[src/verilog/cpu_pkg.sv]
package cpu_pkg;

    localparam int INSTR_W    = 16;
    localparam int DATA_W     = 8;
    localparam int NUM_REGS   = 8;
    localparam int REG_ADDR_W = 3;

    // any opcode outside this list executes as a no-op.
    typedef enum logic [3:0] {
        HALT = 4'd0,
        LI   = 4'd1,
        ADD  = 4'd2,
        SUB  = 4'd3,
        ST   = 4'd4,
        LD   = 4'd5,
        BNZ  = 4'd6
    } opcode_t;

    // ========================================
    // debug command bytes (ASCII)
    // ========================================
    localparam logic [DATA_W-1:0] CMD_LOAD = 8'h4C;
    localparam logic [DATA_W-1:0] CMD_RUN  = 8'h52;
    localparam logic [DATA_W-1:0] CMD_STEP = 8'h53;
    localparam logic [DATA_W-1:0] CMD_MEM  = 8'h4D;

    typedef enum logic [3:0] {
        IDLE = 4'd0,
        LOAD_COUNT,
        LOAD_LO,
        LOAD_HI,
        RUN,
        STEP,
        REPORT,
        MEM_ADDR,
        MEM_SEND
    } dbg_state_t;

    // instruction field extraction.
    function automatic opcode_t instr_op(input logic [INSTR_W-1:0] instr);
        return opcode_t'(instr[15:12]);
    endfunction

    function automatic logic [REG_ADDR_W-1:0] instr_rd(input logic [INSTR_W-1:0] instr);
        return instr[11:9];
    endfunction

    function automatic logic [REG_ADDR_W-1:0] instr_rs(input logic [INSTR_W-1:0] instr);
        return instr[8:6];
    endfunction

    // imm8 overlaps rs; the opcode decides which one is meaningful.
    function automatic logic [DATA_W-1:0] instr_imm(input logic [INSTR_W-1:0] instr);
        return instr[7:0];
    endfunction

endpackage

[src/verilog/dbg_if.sv]
interface dbg_if #(
    parameter int IM_ADDR_W = 6,
    parameter int DM_ADDR_W = 5
);
    import cpu_pkg::*;

    logic                  im_we;
    logic [IM_ADDR_W-1:0]  im_waddr;
    logic [INSTR_W-1:0]    im_wdata;
    logic                  exec_en;
    logic                  clear;
    logic [REG_ADDR_W-1:0] rb_addr;
    logic [DM_ADDR_W-1:0]  dm_addr;

    // readback from the datapath, all combinational.
    logic [DATA_W-1:0]     pc;
    logic                  halted;
    logic [DATA_W-1:0]     rb_data;
    logic [DATA_W-1:0]     dm_data;

    modport ctrl (
        output im_we, im_waddr, im_wdata, exec_en, clear, rb_addr, dm_addr,
        input  pc, halted, rb_data, dm_data
    );

    modport dp (
        input  im_we, im_waddr, im_wdata, exec_en, clear, rb_addr, dm_addr,
        output pc, halted, rb_data, dm_data
    );

endinterface

[src/verilog/uart_rx.sv]
module uart_rx #(
    parameter int CLKS_PER_BIT = 16
) (
    input  logic                       i_clock,
    input  logic                       i_rst,
    input  logic                       i_rx,
    output logic [cpu_pkg::DATA_W-1:0] o_data,
    output logic                       o_rx_done
);
    import cpu_pkg::*;

    localparam int CNT_W = $clog2(CLKS_PER_BIT);
    localparam int BIT_W = $clog2(DATA_W);

    typedef enum logic [1:0] {RX_IDLE, RX_START, RX_DATA, RX_STOP} rx_state_t;

    rx_state_t        state;
    logic [1:0]       rx_sync;
    logic [CNT_W-1:0] cnt;
    logic [BIT_W-1:0] bit_idx;
    logic             rx_s;

    // two flops bring the line into the clock domain. it idles high.
    always_ff @(posedge i_clock) begin
        if (i_rst) begin
            rx_sync <= 2'b11;
        end else begin
            rx_sync <= {rx_sync[0], i_rx};
        end
    end

    assign rx_s = rx_sync[1];

    always_ff @(posedge i_clock) begin
        o_rx_done <= 1'b0;
        if (i_rst) begin
            state   <= RX_IDLE;
            cnt     <= '0;
            bit_idx <= '0;
        end else begin
            case (state)
                RX_IDLE: begin
                    cnt     <= '0;
                    bit_idx <= '0;
                    if (!rx_s) begin
                        state <= RX_START;
                    end
                end
                // half a bit later the start bit must still be low.
                RX_START: begin
                    if (cnt == CNT_W'(CLKS_PER_BIT / 2 - 1)) begin
                        cnt   <= '0;
                        state <= rx_s ? RX_IDLE : RX_DATA;
                    end else begin
                        cnt <= cnt + 1'b1;
                    end
                end
                RX_DATA: begin
                    if (cnt == CNT_W'(CLKS_PER_BIT - 1)) begin
                        cnt    <= '0;
                        o_data <= {rx_s, o_data[DATA_W-1:1]};
                        if (bit_idx == BIT_W'(DATA_W - 1)) begin
                            state <= RX_STOP;
                        end else begin
                            bit_idx <= bit_idx + 1'b1;
                        end
                    end else begin
                        cnt <= cnt + 1'b1;
                    end
                end
                RX_STOP: begin
                    if (cnt == CNT_W'(CLKS_PER_BIT - 1)) begin
                        cnt       <= '0;
                        o_rx_done <= rx_s;
                        state     <= RX_IDLE;
                    end else begin
                        cnt <= cnt + 1'b1;
                    end
                end
                default: state <= RX_IDLE;
            endcase
        end
    end

endmodule

[src/verilog/uart_tx.sv]
module uart_tx #(
    parameter int CLKS_PER_BIT = 16
) (
    input  logic                       i_clock,
    input  logic                       i_rst,
    input  logic                       i_tx_start,
    input  logic [cpu_pkg::DATA_W-1:0] i_data,
    output logic                       o_tx,
    output logic                       o_tx_done
);
    import cpu_pkg::*;

    localparam int FRAME_W = DATA_W + 2;
    localparam int CNT_W   = $clog2(CLKS_PER_BIT);
    localparam int BIT_W   = $clog2(FRAME_W);

    logic               busy;
    logic [FRAME_W-1:0] frame;
    logic [CNT_W-1:0]   cnt;
    logic [BIT_W-1:0]   bit_idx;

    // frame is stop, data LSB first, start; bit 0 is on the line.
    always_ff @(posedge i_clock) begin
        o_tx_done <= 1'b0;
        if (i_rst) begin
            busy    <= 1'b0;
            o_tx    <= 1'b1;
            cnt     <= '0;
            bit_idx <= '0;
        end else if (!busy) begin
            if (i_tx_start) begin
                busy    <= 1'b1;
                frame   <= {1'b1, i_data, 1'b0};
                o_tx    <= 1'b0;
                cnt     <= '0;
                bit_idx <= '0;
            end
        end else if (cnt == CNT_W'(CLKS_PER_BIT - 1)) begin
            cnt <= '0;
            if (bit_idx == BIT_W'(FRAME_W - 1)) begin
                busy      <= 1'b0;
                o_tx      <= 1'b1;
                o_tx_done <= 1'b1;
            end else begin
                bit_idx <= bit_idx + 1'b1;
                o_tx    <= frame[1];
                frame   <= {1'b1, frame[FRAME_W-1:1]};
            end
        end else begin
            cnt <= cnt + 1'b1;
        end
    end

endmodule

[src/verilog/debug_unit.sv]
module debug_unit #(
    parameter int IM_ADDR_W = 6,
    parameter int DM_ADDR_W = 5
) (
    input  logic                       i_clock,
    input  logic                       i_rst,
    input  logic [cpu_pkg::DATA_W-1:0] i_rx_data,
    input  logic                       i_rx_done,
    input  logic                       i_tx_done,
    output logic [cpu_pkg::DATA_W-1:0] o_tx_data,
    output logic                       o_tx_start,
    output cpu_pkg::dbg_state_t        o_state,
    dbg_if.ctrl                        o_dp
);
    import cpu_pkg::*;

    dbg_state_t           state;
    logic [DATA_W-1:0]    word_cnt;
    logic [DATA_W-1:0]    lo_byte;
    logic [IM_ADDR_W-1:0] waddr;
    logic [3:0]           rpt_idx;
    logic                 tx_wait;

    assign o_state = state;

    // report index 0 is the pc, indices 1 to 8 are r0 to r7.
    assign o_dp.rb_addr = REG_ADDR_W'(rpt_idx - 4'd1);

    always_ff @(posedge i_clock) begin
        o_tx_start  <= 1'b0;
        o_dp.im_we  <= 1'b0;
        o_dp.clear  <= 1'b0;
        if (i_rst) begin
            state        <= IDLE;
            o_dp.exec_en <= 1'b0;
            word_cnt     <= '0;
            waddr        <= '0;
            rpt_idx      <= '0;
            tx_wait      <= 1'b0;
        end else begin
            case (state)
                // ========================================
                // command decode
                // ========================================
                IDLE: begin
                    if (i_rx_done) begin
                        case (i_rx_data)
                            CMD_LOAD: begin
                                waddr <= '0;
                                state <= LOAD_COUNT;
                            end
                            CMD_RUN: begin
                                o_dp.exec_en <= 1'b1;
                                state        <= RUN;
                            end
                            CMD_STEP: begin
                                o_dp.exec_en <= 1'b1;
                                state        <= STEP;
                            end
                            CMD_MEM: state <= MEM_ADDR;
                            default: state <= IDLE;
                        endcase
                    end
                end
                LOAD_COUNT: begin
                    if (i_rx_done) begin
                        word_cnt <= i_rx_data;
                        state    <= (i_rx_data == '0) ? IDLE : LOAD_LO;
                    end
                end
                LOAD_LO: begin
                    if (i_rx_done) begin
                        lo_byte <= i_rx_data;
                        state   <= LOAD_HI;
                    end
                end
                // the high byte completes a word, which is written next cycle.
                LOAD_HI: begin
                    if (i_rx_done) begin
                        o_dp.im_we    <= 1'b1;
                        o_dp.clear    <= 1'b1;
                        o_dp.im_waddr <= waddr;
                        o_dp.im_wdata <= {i_rx_data, lo_byte};
                        waddr         <= waddr + 1'b1;
                        word_cnt      <= word_cnt - 1'b1;
                        state         <= (word_cnt == DATA_W'(1)) ? IDLE : LOAD_LO;
                    end
                end
                STEP: begin
                    o_dp.exec_en <= 1'b0;
                    rpt_idx      <= '0;
                    state        <= REPORT;
                end
                RUN: begin
                    if (o_dp.halted) begin
                        o_dp.exec_en <= 1'b0;
                        rpt_idx      <= '0;
                        state        <= REPORT;
                    end
                end
                // ========================================
                // serial replies
                // ========================================
                REPORT: begin
                    if (!tx_wait) begin
                        o_tx_data  <= (rpt_idx == '0) ? o_dp.pc : o_dp.rb_data;
                        o_tx_start <= 1'b1;
                        tx_wait    <= 1'b1;
                    end else if (i_tx_done) begin
                        tx_wait <= 1'b0;
                        if (rpt_idx == 4'(NUM_REGS)) begin
                            state <= IDLE;
                        end else begin
                            rpt_idx <= rpt_idx + 1'b1;
                        end
                    end
                end
                MEM_ADDR: begin
                    if (i_rx_done) begin
                        o_dp.dm_addr <= i_rx_data[DM_ADDR_W-1:0];
                        state        <= MEM_SEND;
                    end
                end
                MEM_SEND: begin
                    if (!tx_wait) begin
                        o_tx_data  <= o_dp.dm_data;
                        o_tx_start <= 1'b1;
                        tx_wait    <= 1'b1;
                    end else if (i_tx_done) begin
                        tx_wait <= 1'b0;
                        state   <= IDLE;
                    end
                end
                default: state <= IDLE;
            endcase
        end
    end

endmodule

[src/verilog/data_path.sv]
module data_path #(
    parameter int IM_ADDR_W = 6,
    parameter int DM_ADDR_W = 5
) (
    input  logic i_clock,
    input  logic i_rst,
    dbg_if.dp    i_dbg,
    output logic o_hlt
);
    import cpu_pkg::*;

    logic [INSTR_W-1:0]    imem [2**IM_ADDR_W];
    logic [DATA_W-1:0]     regs [NUM_REGS];
    logic [DATA_W-1:0]     dmem [2**DM_ADDR_W];
    logic [IM_ADDR_W-1:0]  pc;
    logic [IM_ADDR_W-1:0]  pc_inc;
    logic                  halted;
    logic [INSTR_W-1:0]    instr;
    opcode_t               op;
    logic [REG_ADDR_W-1:0] rd;
    logic [REG_ADDR_W-1:0] rs;
    logic [DATA_W-1:0]     imm;
    logic [DATA_W-1:0]     rd_val;
    logic [DATA_W-1:0]     rs_val;

    // instruction memory is only written by the debug unit.
    always_ff @(posedge i_clock) begin
        if (i_dbg.im_we) begin
            imem[i_dbg.im_waddr] <= i_dbg.im_wdata;
        end
    end

    assign instr  = imem[pc];
    assign op     = instr_op(instr);
    assign rd     = instr_rd(instr);
    assign rs     = instr_rs(instr);
    assign imm    = instr_imm(instr);
    assign rd_val = regs[rd];
    assign rs_val = regs[rs];
    assign pc_inc = pc + 1'b1;

    // ========================================
    // single-cycle execute
    // ========================================
    always_ff @(posedge i_clock) begin
        if (i_rst) begin
            pc     <= '0;
            halted <= 1'b0;
            for (int i = 0; i < NUM_REGS; i++) begin
                regs[i] <= '0;
            end
            for (int j = 0; j < 2**DM_ADDR_W; j++) begin
                dmem[j] <= '0;
            end
        end else if (i_dbg.clear) begin
            pc     <= '0;
            halted <= 1'b0;
        end else if (i_dbg.exec_en && !halted) begin
            case (op)
                HALT: halted <= 1'b1;
                LI: begin
                    regs[rd] <= imm;
                    pc       <= pc_inc;
                end
                ADD: begin
                    regs[rd] <= rd_val + rs_val;
                    pc       <= pc_inc;
                end
                SUB: begin
                    regs[rd] <= rd_val - rs_val;
                    pc       <= pc_inc;
                end
                ST: begin
                    dmem[imm[DM_ADDR_W-1:0]] <= rd_val;
                    pc                       <= pc_inc;
                end
                LD: begin
                    regs[rd] <= dmem[imm[DM_ADDR_W-1:0]];
                    pc       <= pc_inc;
                end
                BNZ:     pc <= (rd_val != '0) ? imm[IM_ADDR_W-1:0] : pc_inc;
                default: pc <= pc_inc;
            endcase
        end
    end

    assign i_dbg.pc      = DATA_W'(pc);
    assign i_dbg.halted  = halted;
    assign i_dbg.rb_data = regs[i_dbg.rb_addr];
    assign i_dbg.dm_data = dmem[i_dbg.dm_addr];
    assign o_hlt         = halted;

endmodule

[src/verilog/top.sv]
module top #(
    parameter int IM_ADDR_W    = 6,
    parameter int DM_ADDR_W    = 5,
    parameter int CLKS_PER_BIT = 16
) (
    input  logic                i_clock,
    input  logic                i_rst,
    input  logic                i_uart_rx,
    output logic                o_uart_tx,
    output logic                o_hlt,
    output cpu_pkg::dbg_state_t o_state
);
    import cpu_pkg::*;

    logic [DATA_W-1:0] rx_data;
    logic              rx_done;
    logic [DATA_W-1:0] tx_data;
    logic              tx_start;
    logic              tx_done;

    dbg_if #(.IM_ADDR_W(IM_ADDR_W), .DM_ADDR_W(DM_ADDR_W)) dbg ();

    uart_rx #(.CLKS_PER_BIT(CLKS_PER_BIT)) u_uart_rx (
        .i_clock  (i_clock),
        .i_rst    (i_rst),
        .i_rx     (i_uart_rx),
        .o_data   (rx_data),
        .o_rx_done(rx_done)
    );

    uart_tx #(.CLKS_PER_BIT(CLKS_PER_BIT)) u_uart_tx (
        .i_clock   (i_clock),
        .i_rst     (i_rst),
        .i_tx_start(tx_start),
        .i_data    (tx_data),
        .o_tx      (o_uart_tx),
        .o_tx_done (tx_done)
    );

    debug_unit #(.IM_ADDR_W(IM_ADDR_W), .DM_ADDR_W(DM_ADDR_W)) u_debug_unit (
        .i_clock   (i_clock),
        .i_rst     (i_rst),
        .i_rx_data (rx_data),
        .i_rx_done (rx_done),
        .i_tx_done (tx_done),
        .o_tx_data (tx_data),
        .o_tx_start(tx_start),
        .o_state   (o_state),
        .o_dp      (dbg.ctrl)
    );

    data_path #(.IM_ADDR_W(IM_ADDR_W), .DM_ADDR_W(DM_ADDR_W)) u_data_path (
        .i_clock(i_clock),
        .i_rst  (i_rst),
        .i_dbg  (dbg.dp),
        .o_hlt  (o_hlt)
    );

endmodule

[config.mk]
export PLATFORM = sky130hd
export DESIGN_NAME = top
export DESIGN_NICKNAME = d
export VERILOG_FILES = /design/src/verilog/cpu_pkg.sv /design/src/verilog/dbg_if.sv /design/src/verilog/uart_rx.sv /design/src/verilog/uart_tx.sv /design/src/verilog/debug_unit.sv /design/src/verilog/data_path.sv /design/src/verilog/top.sv
export SDC_FILE = /design/constraint.sdc
export NUM_CORES = 2
export LEC_CHECK = 0
export ABC_AREA = 1
export BUFFER_PORTS_ARGS = -buffer_cell sky130_fd_sc_hd__buf_2
export CORE_MARGIN = 5
export CORE_UTILIZATION = 40
export CTS_BUF_LIST = sky130_fd_sc_hd__clkbuf_16
export CTS_CLUSTER_SIZE = 28
export DETAILED_ROUTE_END_ITERATION = 6
export SLEW_MARGIN = 15
export SYNTH_ARGS = -nofsm -noshare
export SYNTH_HDL_FRONTEND = slang
export SYNTH_SLANG_ARGS = --single-unit
[constraint.sdc]
create_clock -name i_clock -period 9.22 [get_ports i_clock]
set_clock_uncertainty 0.15 [all_clocks]
set_input_delay 0.922 -clock i_clock [delete_from_list [all_inputs] [get_ports i_clock]]
set_output_delay 0.922 -clock i_clock [all_outputs]
set_load 0.1 [all_outputs]
==> qor.yml <==
worst-slew-pin-transition_ns: 1.21
ir_drop_mv: 0.153
yosys.area.top_type: "edfxtp_1"
num_rows: 147
cts-root-buf: "clkbuf_16"
ys_seq_elements: 1470
grt_max_degree: 234
synth_area_leaders: "edfxtp_1, nand2_1, nor2_1, o21ai_0, nand3_1"
synth_nets: 6172
vias: 47336
yosys.cell_types.count: 57
cellLeakagePower_uw: 0.0255
grt_pass1_vias: 44244
yosys_warnings: 0
syn2layout_area_growth_pct: 10.9
holdPathEnd: "u_uart_rx.rx_sync[0]"
final_nets: 6106
clk_pin_slew_ns: 0.06
drv_slew: 0
netlist_area_um2: 64800
cts-hold-fix-buffers: 0
rsz0062_at_grt: "false"
r2r-end: "u_data_path.regs[6][6]"
viasPerCell: 5.66
reg2reg_slack_ns: 1.74
start_util_pct: 40.3
cp.required_ns: 9.66
worst_path_max_delay_cell: "nand2_1"
drc_errors: 0
critPathTopFamily: "simple AND/OR/NAND/NOR gates"
gp_congestion: 0.916
synth_top_area_share_pct: 65.0
holdPathStages: 2
fmax_ghz: 0.134
synth_cells: 6141
hold_violations: 0
timing.slew.headroom_pct: 19.5
power_density_nw_per_um2: 187
critical_path_class: "flop to flop"
path_buf_inv: 6
detail-route-antenna-nets: 0
min_period_ns: 7.48
clk_latency_ns: 0.82
status: "finished, final reports clean"
worstSetupStartpointType: "flop"
die_x_um: 413
fp.dieH_um: 413
core_area_um2: 161000
drv_cap: 0
cp_max_fo: 233
synth_ff_type: "edfxtp_1"
numCtsBuffers: 156
ys_async_sr_fraction_pct: 0
period_share_pct: 81.1
yosys.cell_count.top_type: "edfxtp_1"
die_area_um2: 170000
synthesis.area_per_instance_um2: 10.6
post_cts_resized: 0
grt_overflow_total: 0
crit_path_end_kind: "flop"
drtPass1Iterations: 6
hold_class: "input port to flop"
crit_top_cell: "nand2_1"
antenna_found_initial: 1
portBuffers: 8
io_pins: 9
track_usage_pct: 22.5
finalSetupViolations: 0
drt-total-wl_um: 196000
cts_setup_buffers: 0
fin_total_pwr_uw: 13500
slowest_delay_ns: 0.63
final_layout_size_suffix_gt1_share_pct: 7.22
grt_first_pass_wirelength_um: 290000
synth-edff-count: 1403
synth_common_cells: "edfxtp_1, nand2_1, nor2_1, o21ai_0, nand3_1"
reg2reg_depth: 32
drt-initial-drc-count: 5883
synth-seq-area-share_pct: 67.1
cp_data_arrival_time_ns: 7.92
cts_max_level: 4
clockBufferDepth: 3
cts_tree: "done"
dp_hpwl_um: 117000
wl_per_cell_um: 23.4
cts_sinks: 1470
finalSetupTns_ns: 0
min_from: "i_uart_rx"
-- power by group --
group	total [uW]	switching (uW)	internal [uW]
sequential	7310	39.0	7270
clock	6030	2690	3340
combinational	132	99.5	32.0
total	13500	2830	10600
-- area by class of cell --
type | instances | area, um2
repair buffers | 153 | 1190
inverters | 190 | 741
diodes | 1 | 2.50
multi-input cells | 4104 | 18800
well taps | 2160 | 2700
clock inverters | 128 | 1020
fillers | 14984 | 89100
flip-flops and latches | 1470 | 43500
clock buffers | 156 | 3900
-- kinds of logic (layout without fill, tap and decap cells) --
family	Yosys count	after routing	share of synthesized area [%]
buffers and inverters	567	627	3.98
other	0	1	0
adders and majority gates	28	28	0.564
and+or+nand+nor	2888	2888	18.2
xor gates and xnor gates	16	16	0.216
DFF	1470	1470	67.1
AOI/OAI and AO/OA	1172	1172	9.99
-- registers in the layout, summed over array words and instances, names as in the netlist, 6 cells and up, named ones only --
| register | count |
|---|---|
| u_data_path.imem | 1024 |
| u_data_path.dmem | 256 |
| u_data_path.regs | 64 |
| u_debug_unit.o_dp.im_wdata | 16 |
| u_debug_unit.lo_byte | 8 |
| u_debug_unit.o_tx_data | 8 |
| u_debug_unit.word_cnt | 8 |
| u_uart_rx.o_data | 8 |
| u_uart_tx.frame | 8 |
| u_data_path.pc | 6 |
| u_debug_unit.o_dp.im_waddr | 6 |
| u_debug_unit.waddr | 6 |
-- worst max path at each step --
stage | start | to | slack, ns | cells after the start
finish | flop | u_data_path.regs[6][6] | 1.74 | 32
global route | flop | u_data_path.regs[7][7] | 1.23 | 31
CTS | flop | u_data_path.regs[6][6] | 2.04 | 32
detailed placement | flop | u_data_path.regs[6][6] | 2.14 | 32
global placement | flop | u_data_path.regs[4][6] | 2.20 | 32
floorplan | flop | u_data_path.regs[0][6] | 4.65 | 31
-- through the flow --
| stage | instances | utilization (%) | area [um2] | hold slack [ns] | setup slack, ns |
|---|---|---|---|---|---|
| floorplan | 6141 | - | 64800 | 0.239 | 4.65 |
| global placement | 8077 | 41.6 | 66900 | 0.242 | 2.20 |
| detailed placement | 8077 | 41.6 | 66900 | 0.249 | 2.14 |
| CTS | 8361 | 44.7 | 71900 | 0.116 | 2.04 |
| global route | 8361 | 44.7 | 71900 | 0.142 | 1.23 |
| finish | 8362 | 44.7 | 71900 | 0.170 | 1.74 |
-- per-layer routing --
layer  global-route usage, %  up-vias  share of wire [%]
met4                    7.10        0                3.1
met5                       0        -                  0
li1                        -    21527                  -
met1                    32.6    23124                 42
met3                    4.29      351                9.4
met2                    34.4     2334                 45
-- cells in the final DEF, fill, tap and decap left out, types with 28 or more instances in the layout --
master / instances
o21ai_1: 88
nand2_1: 1260
o211ai_1: 34
nor2_1: 1012
o22ai_1: 213
clkinv_1: 30
clkbuf_16: 156
o221ai_1: 28
nand3_1: 511
dfxtp_1: 60
o21ai_0: 601
buf_4: 140
edfxtp_1: 1403
inv_1: 212
a21oi_1: 160
Note: power is estimated with default switching activity, not from simulation.
